===== src/verilog/vertex_cluster_pkg.sv =====
/*
 * Vertex cluster shared definitions
 * Widths and unit count, job, read and result structs,
 * compute unit and dispatch state encodings
 */

`default_nettype none

package vertex_cluster_pkg;

	localparam int num_cu        = 4;
	localparam int vertex_bits   = 16;
	localparam int edge_bits     = 16;
	localparam int data_bits     = 32;
	localparam int tag_bits      = 2;
	localparam int count_bits    = 32;
	localparam int reset_stretch = 4;

	typedef struct packed {
		logic                   valid;
		logic [vertex_bits-1:0] vertex_id;
		logic [edge_bits-1:0]   edge_start;
		logic [edge_bits-1:0]   edge_count;
	} vertex_job_t;

	typedef struct packed {
		logic                 valid;
		logic [edge_bits-1:0] address;
		logic [tag_bits-1:0]  tag;
	} read_command_t;

	typedef struct packed {
		logic                 valid;
		logic [data_bits-1:0] data;
		logic [tag_bits-1:0]  tag;
	} read_data_t;

	typedef struct packed {
		logic                   valid;
		logic [vertex_bits-1:0] vertex_id;
		logic [data_bits-1:0]   value;
	} edge_write_t;

	typedef enum logic [2:0] {cu_idle, cu_wait_job, cu_issue, cu_drain, cu_write} cu_state_t;

	typedef enum logic [1:0] {arb_idle, arb_requested, arb_dispatch} arb_state_t;

endpackage

`default_nettype wire


===== src/verilog/cu_port_if.sv =====
/*
 * Arbiter to compute unit port
 * Job hand-off, read command and grant, routed read data,
 * result write and grant, unit enable
 */

`timescale 1ns/1ps
`default_nettype none

interface cu_port_if;
	import vertex_cluster_pkg::*;

	// Unit side
	logic          job_request;
	read_command_t read_command;
	edge_write_t   edge_write;

	// Arbiter side, valids and grants are single-cycle pulses
	vertex_job_t job;
	logic        read_grant;
	logic        write_grant;
	read_data_t  read_data;
	logic        enable;

	modport arbiter (
		input  job_request, read_command, edge_write,
		output job, read_grant, write_grant, read_data, enable
	);

	modport unit (
		output job_request, read_command, edge_write,
		input  job, read_grant, write_grant, read_data, enable
	);

endinterface

`default_nettype wire


===== src/verilog/reset_sync.sv =====
/*
 * Compute unit reset generator
 * Synchronized release, held for a few extra cycles
 */

`timescale 1ns/1ps
`default_nettype none

module reset_sync (
	input  logic clock,
	input  logic rstn_input,
	output logic cu_rstn
);
	import vertex_cluster_pkg::*;

	logic [1:0]                           sync_q;
	logic [$clog2(reset_stretch + 1)-1:0] stretch_count;

	// Assert at once, release only after the stretch count expires
	always_ff @(posedge clock or negedge rstn_input) begin
		if (!rstn_input) begin
			sync_q        <= '0;
			stretch_count <= '0;
			cu_rstn       <= 1'b0;
		end else begin
			sync_q <= {sync_q[0], 1'b1};
			if (sync_q[1] && stretch_count != reset_stretch) begin
				stretch_count <= stretch_count + 1'b1;
			end
			cu_rstn <= (stretch_count == reset_stretch);
		end
	end

endmodule

`default_nettype wire


===== src/verilog/vertex_spmv_unit.sv =====
/*
 * SpMV compute unit
 * Requests a vertex job, issues one read per edge,
 * sums the returned words and posts one result write
 */

`timescale 1ns/1ps
`default_nettype none

module vertex_spmv_unit (
	input logic      clock,
	input logic      rstn_input,
	cu_port_if.unit  port
);
	import vertex_cluster_pkg::*;

	cu_state_t              state;
	logic [vertex_bits-1:0] vertex_id;
	logic [edge_bits-1:0]   next_address;
	logic [edge_bits-1:0]   issue_left;
	logic [edge_bits-1:0]   data_left;
	logic [data_bits-1:0]   sum;
	logic                   job_taken;

	assign job_taken = (state == cu_wait_job) && port.job.valid;

	//////////////////////////////
	// Unit FSM
	//////////////////////////////

	always_ff @(posedge clock or negedge rstn_input) begin
		if (!rstn_input) begin
			state <= cu_idle;
		end else begin
			case (state)
				cu_idle: begin
					if (port.enable) begin
						state <= cu_wait_job;
					end
				end
				cu_wait_job: begin
					// A job already on its way is taken even if the enable drops
					if (port.job.valid) begin
						if (port.job.edge_count == '0) begin
							state <= cu_write;
						end else begin
							state <= cu_issue;
						end
					end
				end
				cu_issue: begin
					if (port.read_grant && issue_left == 1) begin
						state <= cu_drain;
					end
				end
				cu_drain: begin
					if (data_left == '0) begin
						state <= cu_write;
					end
				end
				cu_write: begin
					if (port.write_grant) begin
						state <= cu_idle;
					end
				end
				default: begin
					state <= cu_idle;
				end
			endcase
		end
	end

	// Outstanding reads and data still due
	always_ff @(posedge clock or negedge rstn_input) begin
		if (!rstn_input) begin
			issue_left <= '0;
			data_left  <= '0;
		end else if (job_taken) begin
			issue_left <= port.job.edge_count;
			data_left  <= port.job.edge_count;
		end else begin
			if (port.read_grant) begin
				issue_left <= issue_left - 1'b1;
			end
			if (port.read_data.valid) begin
				data_left <= data_left - 1'b1;
			end
		end
	end

	// Address walk and running sum, wraps on overflow
	always_ff @(posedge clock) begin
		if (job_taken) begin
			vertex_id    <= port.job.vertex_id;
			next_address <= port.job.edge_start;
			sum          <= '0;
		end else begin
			if (port.read_grant) begin
				next_address <= next_address + 1'b1;
			end
			if (port.read_data.valid) begin
				sum <= sum + port.read_data.data;
			end
		end
	end

	//////////////////////////////
	// Port drive
	//////////////////////////////

	assign port.job_request = (state == cu_wait_job) && port.enable;

	// Tag is filled in by the arbiter from the port index
	assign port.read_command = '{
		valid:   (state == cu_issue),
		address: next_address,
		tag:     '0
	};

	assign port.edge_write = '{
		valid:     (state == cu_write),
		vertex_id: vertex_id,
		value:     sum
	};

endmodule

`default_nettype wire


===== src/verilog/vertex_arbiter_control.sv =====
/*
 * Cluster arbiter
 * Job dispatch to the lowest waiting unit, round-robin read
 * and write grants, read data routing by tag, done counters
 */

`timescale 1ns/1ps
`default_nettype none

module vertex_arbiter_control (
	input  logic                                    clock,
	input  logic                                    rstn_input,
	input  logic                                    enabled_in,
	input  logic [vertex_cluster_pkg::num_cu-1:0]   cu_mask,
	input  vertex_cluster_pkg::vertex_job_t         job_in,
	input  logic                                    read_ready,
	input  vertex_cluster_pkg::read_data_t          read_data_in,
	input  logic                                    write_ready,
	output logic                                    job_request,
	output vertex_cluster_pkg::read_command_t       read_command_out,
	output vertex_cluster_pkg::edge_write_t         edge_write_out,
	output logic [vertex_cluster_pkg::count_bits-1:0] vertex_done_count,
	output logic [vertex_cluster_pkg::count_bits-1:0] edge_done_count,
	cu_port_if.arbiter                              cus [vertex_cluster_pkg::num_cu]
);
	import vertex_cluster_pkg::*;

	arb_state_t          arb_state;
	vertex_job_t         dispatch_job;
	logic [tag_bits-1:0] dispatch_sel;
	logic [num_cu-1:0]   job_pulse;
	logic [num_cu-1:0]   job_waiting;
	logic [num_cu-1:0]   waiting;

	logic [num_cu-1:0]    read_req;
	logic [edge_bits-1:0] read_address [num_cu];
	logic [num_cu-1:0]    read_grant;
	logic [tag_bits-1:0]  read_last;
	logic [tag_bits-1:0]  read_pick;
	logic                 read_go;

	edge_write_t          write_cu [num_cu];
	logic [num_cu-1:0]    write_req;
	logic [num_cu-1:0]    write_grant;
	logic [tag_bits-1:0]  write_last;
	logic [tag_bits-1:0]  write_pick;
	logic                 write_go;

	logic [edge_bits-1:0] unit_edges [num_cu];
	logic [num_cu-1:0]    data_pulse;
	logic [data_bits-1:0] data_q;

	// First requester after the last grant, wrapping over the units
	function automatic logic [tag_bits-1:0] rr_pick(input logic [num_cu-1:0] req,
		input logic [tag_bits-1:0] last);
		logic [tag_bits-1:0] pick;
		logic [tag_bits-1:0] idx;
		pick = last;
		for (int k = num_cu; k >= 1; k--) begin
			idx = last + tag_bits'(k);
			if (req[idx]) begin
				pick = idx;
			end
		end
		return pick;
	endfunction

	function automatic logic [tag_bits-1:0] lowest_pick(input logic [num_cu-1:0] req);
		logic [tag_bits-1:0] pick;
		pick = '0;
		for (int k = num_cu - 1; k >= 0; k--) begin
			if (req[k]) begin
				pick = tag_bits'(k);
			end
		end
		return pick;
	endfunction

	//////////////////////////////
	// Port fan-out
	//////////////////////////////

	for (genvar i = 0; i < num_cu; i++) begin : g_port
		assign job_waiting[i]  = cus[i].job_request;
		assign read_req[i]     = cus[i].read_command.valid;
		assign read_address[i] = cus[i].read_command.address;
		assign write_cu[i]     = cus[i].edge_write;
		assign write_req[i]    = write_cu[i].valid;
		assign cus[i].read_grant  = read_grant[i];
		assign cus[i].write_grant = write_grant[i];
		assign cus[i].enable      = cu_mask[i];
		assign cus[i].job = '{
			valid:      job_pulse[i],
			vertex_id:  dispatch_job.vertex_id,
			edge_start: dispatch_job.edge_start,
			edge_count: dispatch_job.edge_count
		};
		assign cus[i].read_data = '{valid: data_pulse[i], data: data_q, tag: tag_bits'(i)};
	end

	//////////////////////////////
	// Job dispatch
	//////////////////////////////

	// A unit whose job pulse is out still shows its request for one cycle
	assign waiting     = job_waiting & cu_mask & ~job_pulse;
	assign job_request = (arb_state == arb_requested) && enabled_in;

	always_ff @(posedge clock or negedge rstn_input) begin
		if (!rstn_input) begin
			arb_state    <= arb_idle;
			dispatch_sel <= '0;
			job_pulse    <= '0;
		end else begin
			job_pulse <= '0;
			case (arb_state)
				arb_idle: begin
					if (enabled_in && |waiting) begin
						arb_state <= arb_requested;
					end
				end
				arb_requested: begin
					if (job_in.valid) begin
						dispatch_sel <= lowest_pick(waiting);
						arb_state    <= arb_dispatch;
					end
				end
				arb_dispatch: begin
					job_pulse[dispatch_sel] <= 1'b1;
					arb_state               <= arb_idle;
				end
				default: begin
					arb_state <= arb_idle;
				end
			endcase
		end
	end

	// Job payload and per-unit edge count for the done counter
	always_ff @(posedge clock) begin
		if (arb_state == arb_requested && job_in.valid) begin
			dispatch_job <= job_in;
		end
		if (arb_state == arb_dispatch) begin
			unit_edges[dispatch_sel] <= dispatch_job.edge_count;
		end
		data_q <= read_data_in.data;
	end

	//////////////////////////////
	// Read and write grants
	//////////////////////////////

	assign read_pick   = rr_pick(read_req, read_last);
	assign read_go     = enabled_in && read_ready && |read_req;
	assign read_grant  = read_go ? (num_cu'(1) << read_pick) : '0;
	assign write_pick  = rr_pick(write_req, write_last);
	assign write_go    = enabled_in && write_ready && |write_req;
	assign write_grant = write_go ? (num_cu'(1) << write_pick) : '0;

	always_ff @(posedge clock or negedge rstn_input) begin
		if (!rstn_input) begin
			read_last         <= tag_bits'(num_cu - 1);
			write_last        <= tag_bits'(num_cu - 1);
			read_command_out  <= '0;
			edge_write_out    <= '0;
			data_pulse        <= '0;
			vertex_done_count <= '0;
			edge_done_count   <= '0;
		end else begin
			if (read_go) begin
				read_last <= read_pick;
			end
			read_command_out <= '{valid: read_go, address: read_address[read_pick], tag: read_pick};
			if (write_go) begin
				write_last        <= write_pick;
				vertex_done_count <= vertex_done_count + 1'b1;
				edge_done_count   <= edge_done_count + count_bits'(unit_edges[write_pick]);
			end
			edge_write_out <= '{
				valid:     write_go,
				vertex_id: write_cu[write_pick].vertex_id,
				value:     write_cu[write_pick].value
			};
			// Route returned data by its tag
			for (int k = 0; k < num_cu; k++) begin
				data_pulse[k] <= read_data_in.valid && (read_data_in.tag == tag_bits'(k));
			end
		end
	end

endmodule

`default_nettype wire


===== src/verilog/vertex_cluster_control.sv =====
/*
 * Vertex cluster top level
 * Registered inputs and outputs, enable and mask latching,
 * unit reset, arbiter and compute unit instances
 */

`timescale 1ns/1ps
`default_nettype none

module vertex_cluster_control (
	input  logic                                      clock,
	input  logic                                      rstn_input,
	input  logic                                      enabled_in,
	input  logic [63:0]                               cu_configure,
	input  logic                                      vertex_job_valid,
	input  logic [vertex_cluster_pkg::vertex_bits-1:0] vertex_job_id,
	input  logic [vertex_cluster_pkg::edge_bits-1:0]  edge_start,
	input  logic [vertex_cluster_pkg::edge_bits-1:0]  edge_count,
	input  logic                                      read_ready,
	input  logic                                      read_data_valid,
	input  logic [vertex_cluster_pkg::data_bits-1:0]  read_data,
	input  logic [vertex_cluster_pkg::tag_bits-1:0]   read_data_tag,
	input  logic                                      write_ready,
	output logic                                      vertex_job_request,
	output logic                                      read_command_valid,
	output logic [vertex_cluster_pkg::edge_bits-1:0]  read_command_address,
	output logic [vertex_cluster_pkg::tag_bits-1:0]   read_command_tag,
	output logic                                      write_valid,
	output logic [vertex_cluster_pkg::vertex_bits-1:0] write_vertex_id,
	output logic [vertex_cluster_pkg::data_bits-1:0]  write_value,
	output logic [vertex_cluster_pkg::count_bits-1:0] vertex_done_count,
	output logic [vertex_cluster_pkg::count_bits-1:0] edge_done_count
);
	import vertex_cluster_pkg::*;

	logic                   enabled;
	logic                   cu_rstn;
	logic [num_cu-1:0]      cu_mask;
	logic                   job_valid_q;
	logic [vertex_bits-1:0] job_id_q;
	logic [edge_bits-1:0]   edge_start_q;
	logic [edge_bits-1:0]   edge_count_q;
	logic                   read_ready_q;
	logic                   write_ready_q;
	logic                   data_valid_q;
	logic [data_bits-1:0]   data_q;
	logic [tag_bits-1:0]    data_tag_q;

	vertex_job_t            job_in;
	read_data_t             read_data_in;
	logic                   job_request;
	read_command_t          read_command;
	edge_write_t            edge_write;
	logic [count_bits-1:0]  vertex_count;
	logic [count_bits-1:0]  edge_count_done;

	//////////////////////////////
	// Input registers
	//////////////////////////////

	always_ff @(posedge clock or negedge rstn_input) begin
		if (!rstn_input) begin
			enabled       <= 1'b0;
			job_valid_q   <= 1'b0;
			read_ready_q  <= 1'b0;
			write_ready_q <= 1'b0;
			data_valid_q  <= 1'b0;
			cu_mask       <= '0;
		end else begin
			enabled     <= enabled_in;
			job_valid_q <= enabled && vertex_job_valid;
			// Returned data always lands so reads in flight survive a disable
			data_valid_q <= read_data_valid;
			if (enabled) begin
				read_ready_q  <= read_ready;
				write_ready_q <= write_ready;
				if (|cu_configure) begin
					cu_mask <= cu_configure[num_cu-1:0];
				end
			end
		end
	end

	always_ff @(posedge clock) begin
		job_id_q     <= vertex_job_id;
		edge_start_q <= edge_start;
		edge_count_q <= edge_count;
		data_q       <= read_data;
		data_tag_q   <= read_data_tag;
	end

	assign job_in = '{
		valid:      job_valid_q,
		vertex_id:  job_id_q,
		edge_start: edge_start_q,
		edge_count: edge_count_q
	};
	assign read_data_in = '{valid: data_valid_q, data: data_q, tag: data_tag_q};

	//////////////////////////////
	// Arbiter and compute units
	//////////////////////////////

	cu_port_if ports [num_cu] ();

	reset_sync u_reset_sync (
		.clock      (clock),
		.rstn_input (rstn_input),
		.cu_rstn    (cu_rstn)
	);

	vertex_arbiter_control u_arbiter (
		.clock             (clock),
		.rstn_input        (rstn_input),
		.enabled_in        (enabled),
		.cu_mask           (cu_mask),
		.job_in            (job_in),
		.read_ready        (read_ready_q),
		.read_data_in      (read_data_in),
		.write_ready       (write_ready_q),
		.job_request       (job_request),
		.read_command_out  (read_command),
		.edge_write_out    (edge_write),
		.vertex_done_count (vertex_count),
		.edge_done_count   (edge_count_done),
		.cus               (ports)
	);

	for (genvar i = 0; i < num_cu; i++) begin : g_unit
		vertex_spmv_unit u_unit (
			.clock      (clock),
			.rstn_input (cu_rstn),
			.port       (ports[i])
		);
	end

	//////////////////////////////
	// Output registers
	//////////////////////////////

	always_ff @(posedge clock or negedge rstn_input) begin
		if (!rstn_input) begin
			vertex_job_request   <= 1'b0;
			read_command_valid   <= 1'b0;
			read_command_address <= '0;
			read_command_tag     <= '0;
			write_valid          <= 1'b0;
			write_vertex_id      <= '0;
			write_value          <= '0;
			vertex_done_count    <= '0;
			edge_done_count      <= '0;
		end else begin
			vertex_job_request   <= job_request;
			read_command_valid   <= read_command.valid;
			read_command_address <= read_command.address;
			read_command_tag     <= read_command.tag;
			write_valid          <= edge_write.valid;
			write_vertex_id      <= edge_write.vertex_id;
			write_value          <= edge_write.value;
			vertex_done_count    <= vertex_count;
			edge_done_count      <= edge_count_done;
		end
	end

endmodule

`default_nettype wire


===== config.mk =====
export PLATFORM = sky130hd
export DESIGN_NAME = vertex_cluster_control
export DESIGN_NICKNAME = d
export VERILOG_FILES = /design/src/verilog/vertex_cluster_pkg.sv /design/src/verilog/cu_port_if.sv /design/src/verilog/reset_sync.sv /design/src/verilog/vertex_spmv_unit.sv /design/src/verilog/vertex_arbiter_control.sv /design/src/verilog/vertex_cluster_control.sv
export SDC_FILE = /design/constraint.sdc
export NUM_CORES = 2
export LEC_CHECK = 0
export BUFFER_PORTS_ARGS = -buffer_cell sky130_fd_sc_hd__buf_4
export CORE_ASPECT_RATIO = 0.75
export CORE_MARGIN = 2
export CORE_UTILIZATION = 58
export CTS_BUF_LIST = sky130_fd_sc_hd__clkbuf_16
export DETAILED_ROUTE_END_ITERATION = 10
export PLACE_DENSITY = 0.8
export SLEW_MARGIN = 30
export SYNTH_ARGS = -nofsm -noshare
export SYNTH_HDL_FRONTEND = slang
export SYNTH_SLANG_ARGS = --single-unit

===== constraint.sdc =====
create_clock -name clock -period 4.9 [get_ports clock]
set_clock_uncertainty 0.05 [all_clocks]
set_input_delay 0.98 -clock clock [delete_from_list [all_inputs] [get_ports clock]]
set_output_delay 0.98 -clock clock [all_outputs]
set_load 0.005 [all_outputs]

==> impl_metrics.ini <==
[yosys]
synth_area_um2 = 41000
synth_edf_count = 240
syn-num-nets = 4136
yosys-top-cells-count = 432 x dfrtp_1, 405 x nand2_1, 306 x nor2_1
synth_warnings = 0
syn_inst = 3818
synth_seq_area_share = 0.561
synth.most_common_cell = dfrtp_1
synth-seq-cells = 918
synth_flop_cell = dfrtp_1
synth_area_leader_cell = dfrtp_1
async_flop_share = 0.475
synth_top_area_share = 0.264
syn_area_per_cell_um2 = 10.7
ys_types = 82
synth_area_leaders = dfrtp_1 26%, edfxtp_1 18%, dfxtp_1 12%

[final_layout]
drive_above_1_share = 0.132
nFillCells = 5140
multi_input_area_um2 = 17300
nets = 4425
area_growth_pct = 15.9
final_area_um2 = 47500
stdcell_count = 5127
num_antenna_cells = 0
seq_area_um2 = 23000

[global_routing]
grt_pass1_wl_um = 157000
overflow = 0
grt_usage = 0.272
first_global_vias = 28400
grt_max_degree = 123
antenna_found_initial = 0

[pwr]
p_total_mw = 30.9
p_leak_nw = 20.0
power.density_nw_per_um2 = 652
vdd_drop_max_mv = 0.347

[detailed_routing]
post_drt_wl_per_cell_um = 19.6
vias_per_cell = 5.92
drt-initial-drc-count = 3143
drtAntennaViolNets = 0
wl_um = 100000
firstDrtPassIters = 6
route.vias.total = 30300
drc = 0

[floorplan]
placementRows = 84
fp.coreArea_um2 = 70000
initial_core_util = 0.585
die_h_um = 234
ios = 286
die_w_um = 311
dieArea_um2 = 72800

[clocking]
clk_latency_ps = 660
cts_made_buffers = 87
clk_pin_slew_ps = 70
clock-sinks = 918
cts_root_buffer = clkbuf_16
cts_max_level = 3
cts_tree = yes
clockBufferDepth = 3
ctsHoldBuffers = 0

[placement]
place_area_um2 = 44300
place_hpwl_um = 68400
dpl.cell_count = 4961
place.gp.congestion = 0.926
port_buffers = 285

[setup_path]
r2r_slack_ps = 230
arrival_ps = 5130
critPathCapture = u_arbiter.edge_done_count[23]
required_ps = 5370
worstSetupEndpointType = flip-flop
crit_path_start = g_unit[3].u_unit.state[2]
critPathLaunchType = flip-flop
crit_fanout = 53
r2r_end = u_arbiter.edge_done_count[23]
r2r-start = g_unit[3].u_unit.state[2]
ff2ff_path_depth = 18
crit_type = reg -> reg

[timing]
fmax_ghz = 0.214
drv_slew = 0
period_share = 0.952
hold_violations = 0
min_period_ps = 4670
setup_viol = 0
tightest_slew_ps = 1020
relSlewSlack = 0.321

[worst_hold_path]
hp-class = in -> async

[status]
status = completed

[flow_run]
drv_cap = 0
what timing repair did:
item,in CTS,in global routing
buffers inserted,0,2
endpoints found under the setup margin,0,17
resized for setup,0,12
cell usage in the layout, fill, tap and decap left out, drive strengths merged, types with 23 or more instances in the layout:
| cell type | synthesis | final |
|---|---|---|
| dfxtp | 242 | 242 |
| nor2 | 306 | 306 |
| xor2 | 105 | 105 |
| and2 | 95 | 95 |
| mux2i | 101 | 101 |
| nor3 | 70 | 70 |
| clkbuf | 113 | 98 |
| nor4 | 49 | 49 |
| buf | 22 | 335 |
| nand3 | 90 | 90 |
| clkinv | 2 | 33 |
| xnor2 | 210 | 210 |
| nand2b | 26 | 26 |
| and3 | 35 | 35 |
| o21ai | 219 | 219 |
| nand4 | 23 | 23 |
| dfrtp | 432 | 432 |
| a21o | 58 | 58 |
| a21oi | 223 | 223 |
| edfxtp | 240 | 240 |
| a31oi | 90 | 90 |
| nand2 | 405 | 405 |
| inv | 93 | 111 |
| ha | 160 | 160 |
| a211oi | 111 | 111 |
cell type report:
cell class | instances | share of cell area
flip-flops and latches | 918 | 0.484
multi-input cells | 2670 | 0.364
repair buffers | 335 | 0.0548
clock buffers | 98 | 0.0517
well taps | 946 | 0.0249
clock inverters | 65 | 0.0133
inverters | 95 | 0.00757
worst max-delay path: stages, from the launching register on:
cell      delay, ps
dfrtp_2         410
or3b_2          500
a22o_1          300
a211o_4         410
buf_6           230
and2_1          200
a211oi_1        210
a31oi_1         120
ha_1            380
a21oi_1         220
o21ai_0         110
and2_1          230
a21oi_1         300
a211oi_2        130
o21a_1          200
o21ai_1         120
buf_4           170
nor3_1           70
xor2_1          160
through the flow:
stage	setup slack (ps)	setup TNS (ps)	hold WS, ps	util
finish	234	0	160	0.678
CTS	12.4	0	275	0.676
global placement	209	0	261	0.632
global route	-23.8	-33.1	166	0.678
detailed placement	47.4	0	262	0.632
floorplan	47.2	0	260	-
logic make-up (layout without fill, tap and decap cells):
family | after synthesis | count (layout) | share of synthesized area
XOR/XNOR | 315 | 315 | 0.0674
multiplexers | 112 | 112 | 0.0278
adder cells (fa/ha/maj) | 165 | 165 | 0.0513
buffers and inverters | 230 | 593 | 0.0211
AND/OR/NAND/NOR | 1219 | 1219 | 0.141
flip-flops | 918 | 918 | 0.561
AO/OA/AOI/OAI | 858 | 858 | 0.130
other | 1 | 1 | 0.0000916
sequential cells by signal, indices dropped and copies added (netlist names), 48 cells and up:
name and cells:
u_arbiter.unit_edges 64, u_arbiter.cus.job 48, g_unit.u_unit.issue_left 64, g_unit.u_unit.data_left 64
g_unit.u_unit.next_address 64, g_unit.u_unit.sum 128, u_arbiter.edge_write_out 49, g_unit.u_unit.vertex_id 64
power by group:
part           internal, mW  switching [mW]
registers              9.89            1.72
logic                  5.20            6.96
clock network          4.15            3.00
total                  19.2            11.7
metal layers:
metal  routed length [µm]  global-route usage  vias to the layer above
li1                     -                   -                    14200
met1                44700               0.410                    14700
met2                43900               0.409                     1251
met3                 9050              0.0485                      217
met4                 2590              0.0738                        0
met5                    0                   0                        -
how the worst min path moves through the flow:
| stage | startpoint | endpoint | slack, ps |
|---|---|---|---|
| finish | rstn_input | edge_done_count[10] | 160 |
| global route | rstn_input | edge_done_count[10] | 170 |
| CTS | data_q[30] | u_arbiter.data_q[30] | 280 |
| detailed placement | data_q[9] | u_arbiter.data_q[9] | 260 |
| global placement | data_q[31] | u_arbiter.data_q[31] | 260 |
| floorplan | data_q[0] | u_arbiter.data_q[0] | 260 |
Power figures use the tool's default switching activity.
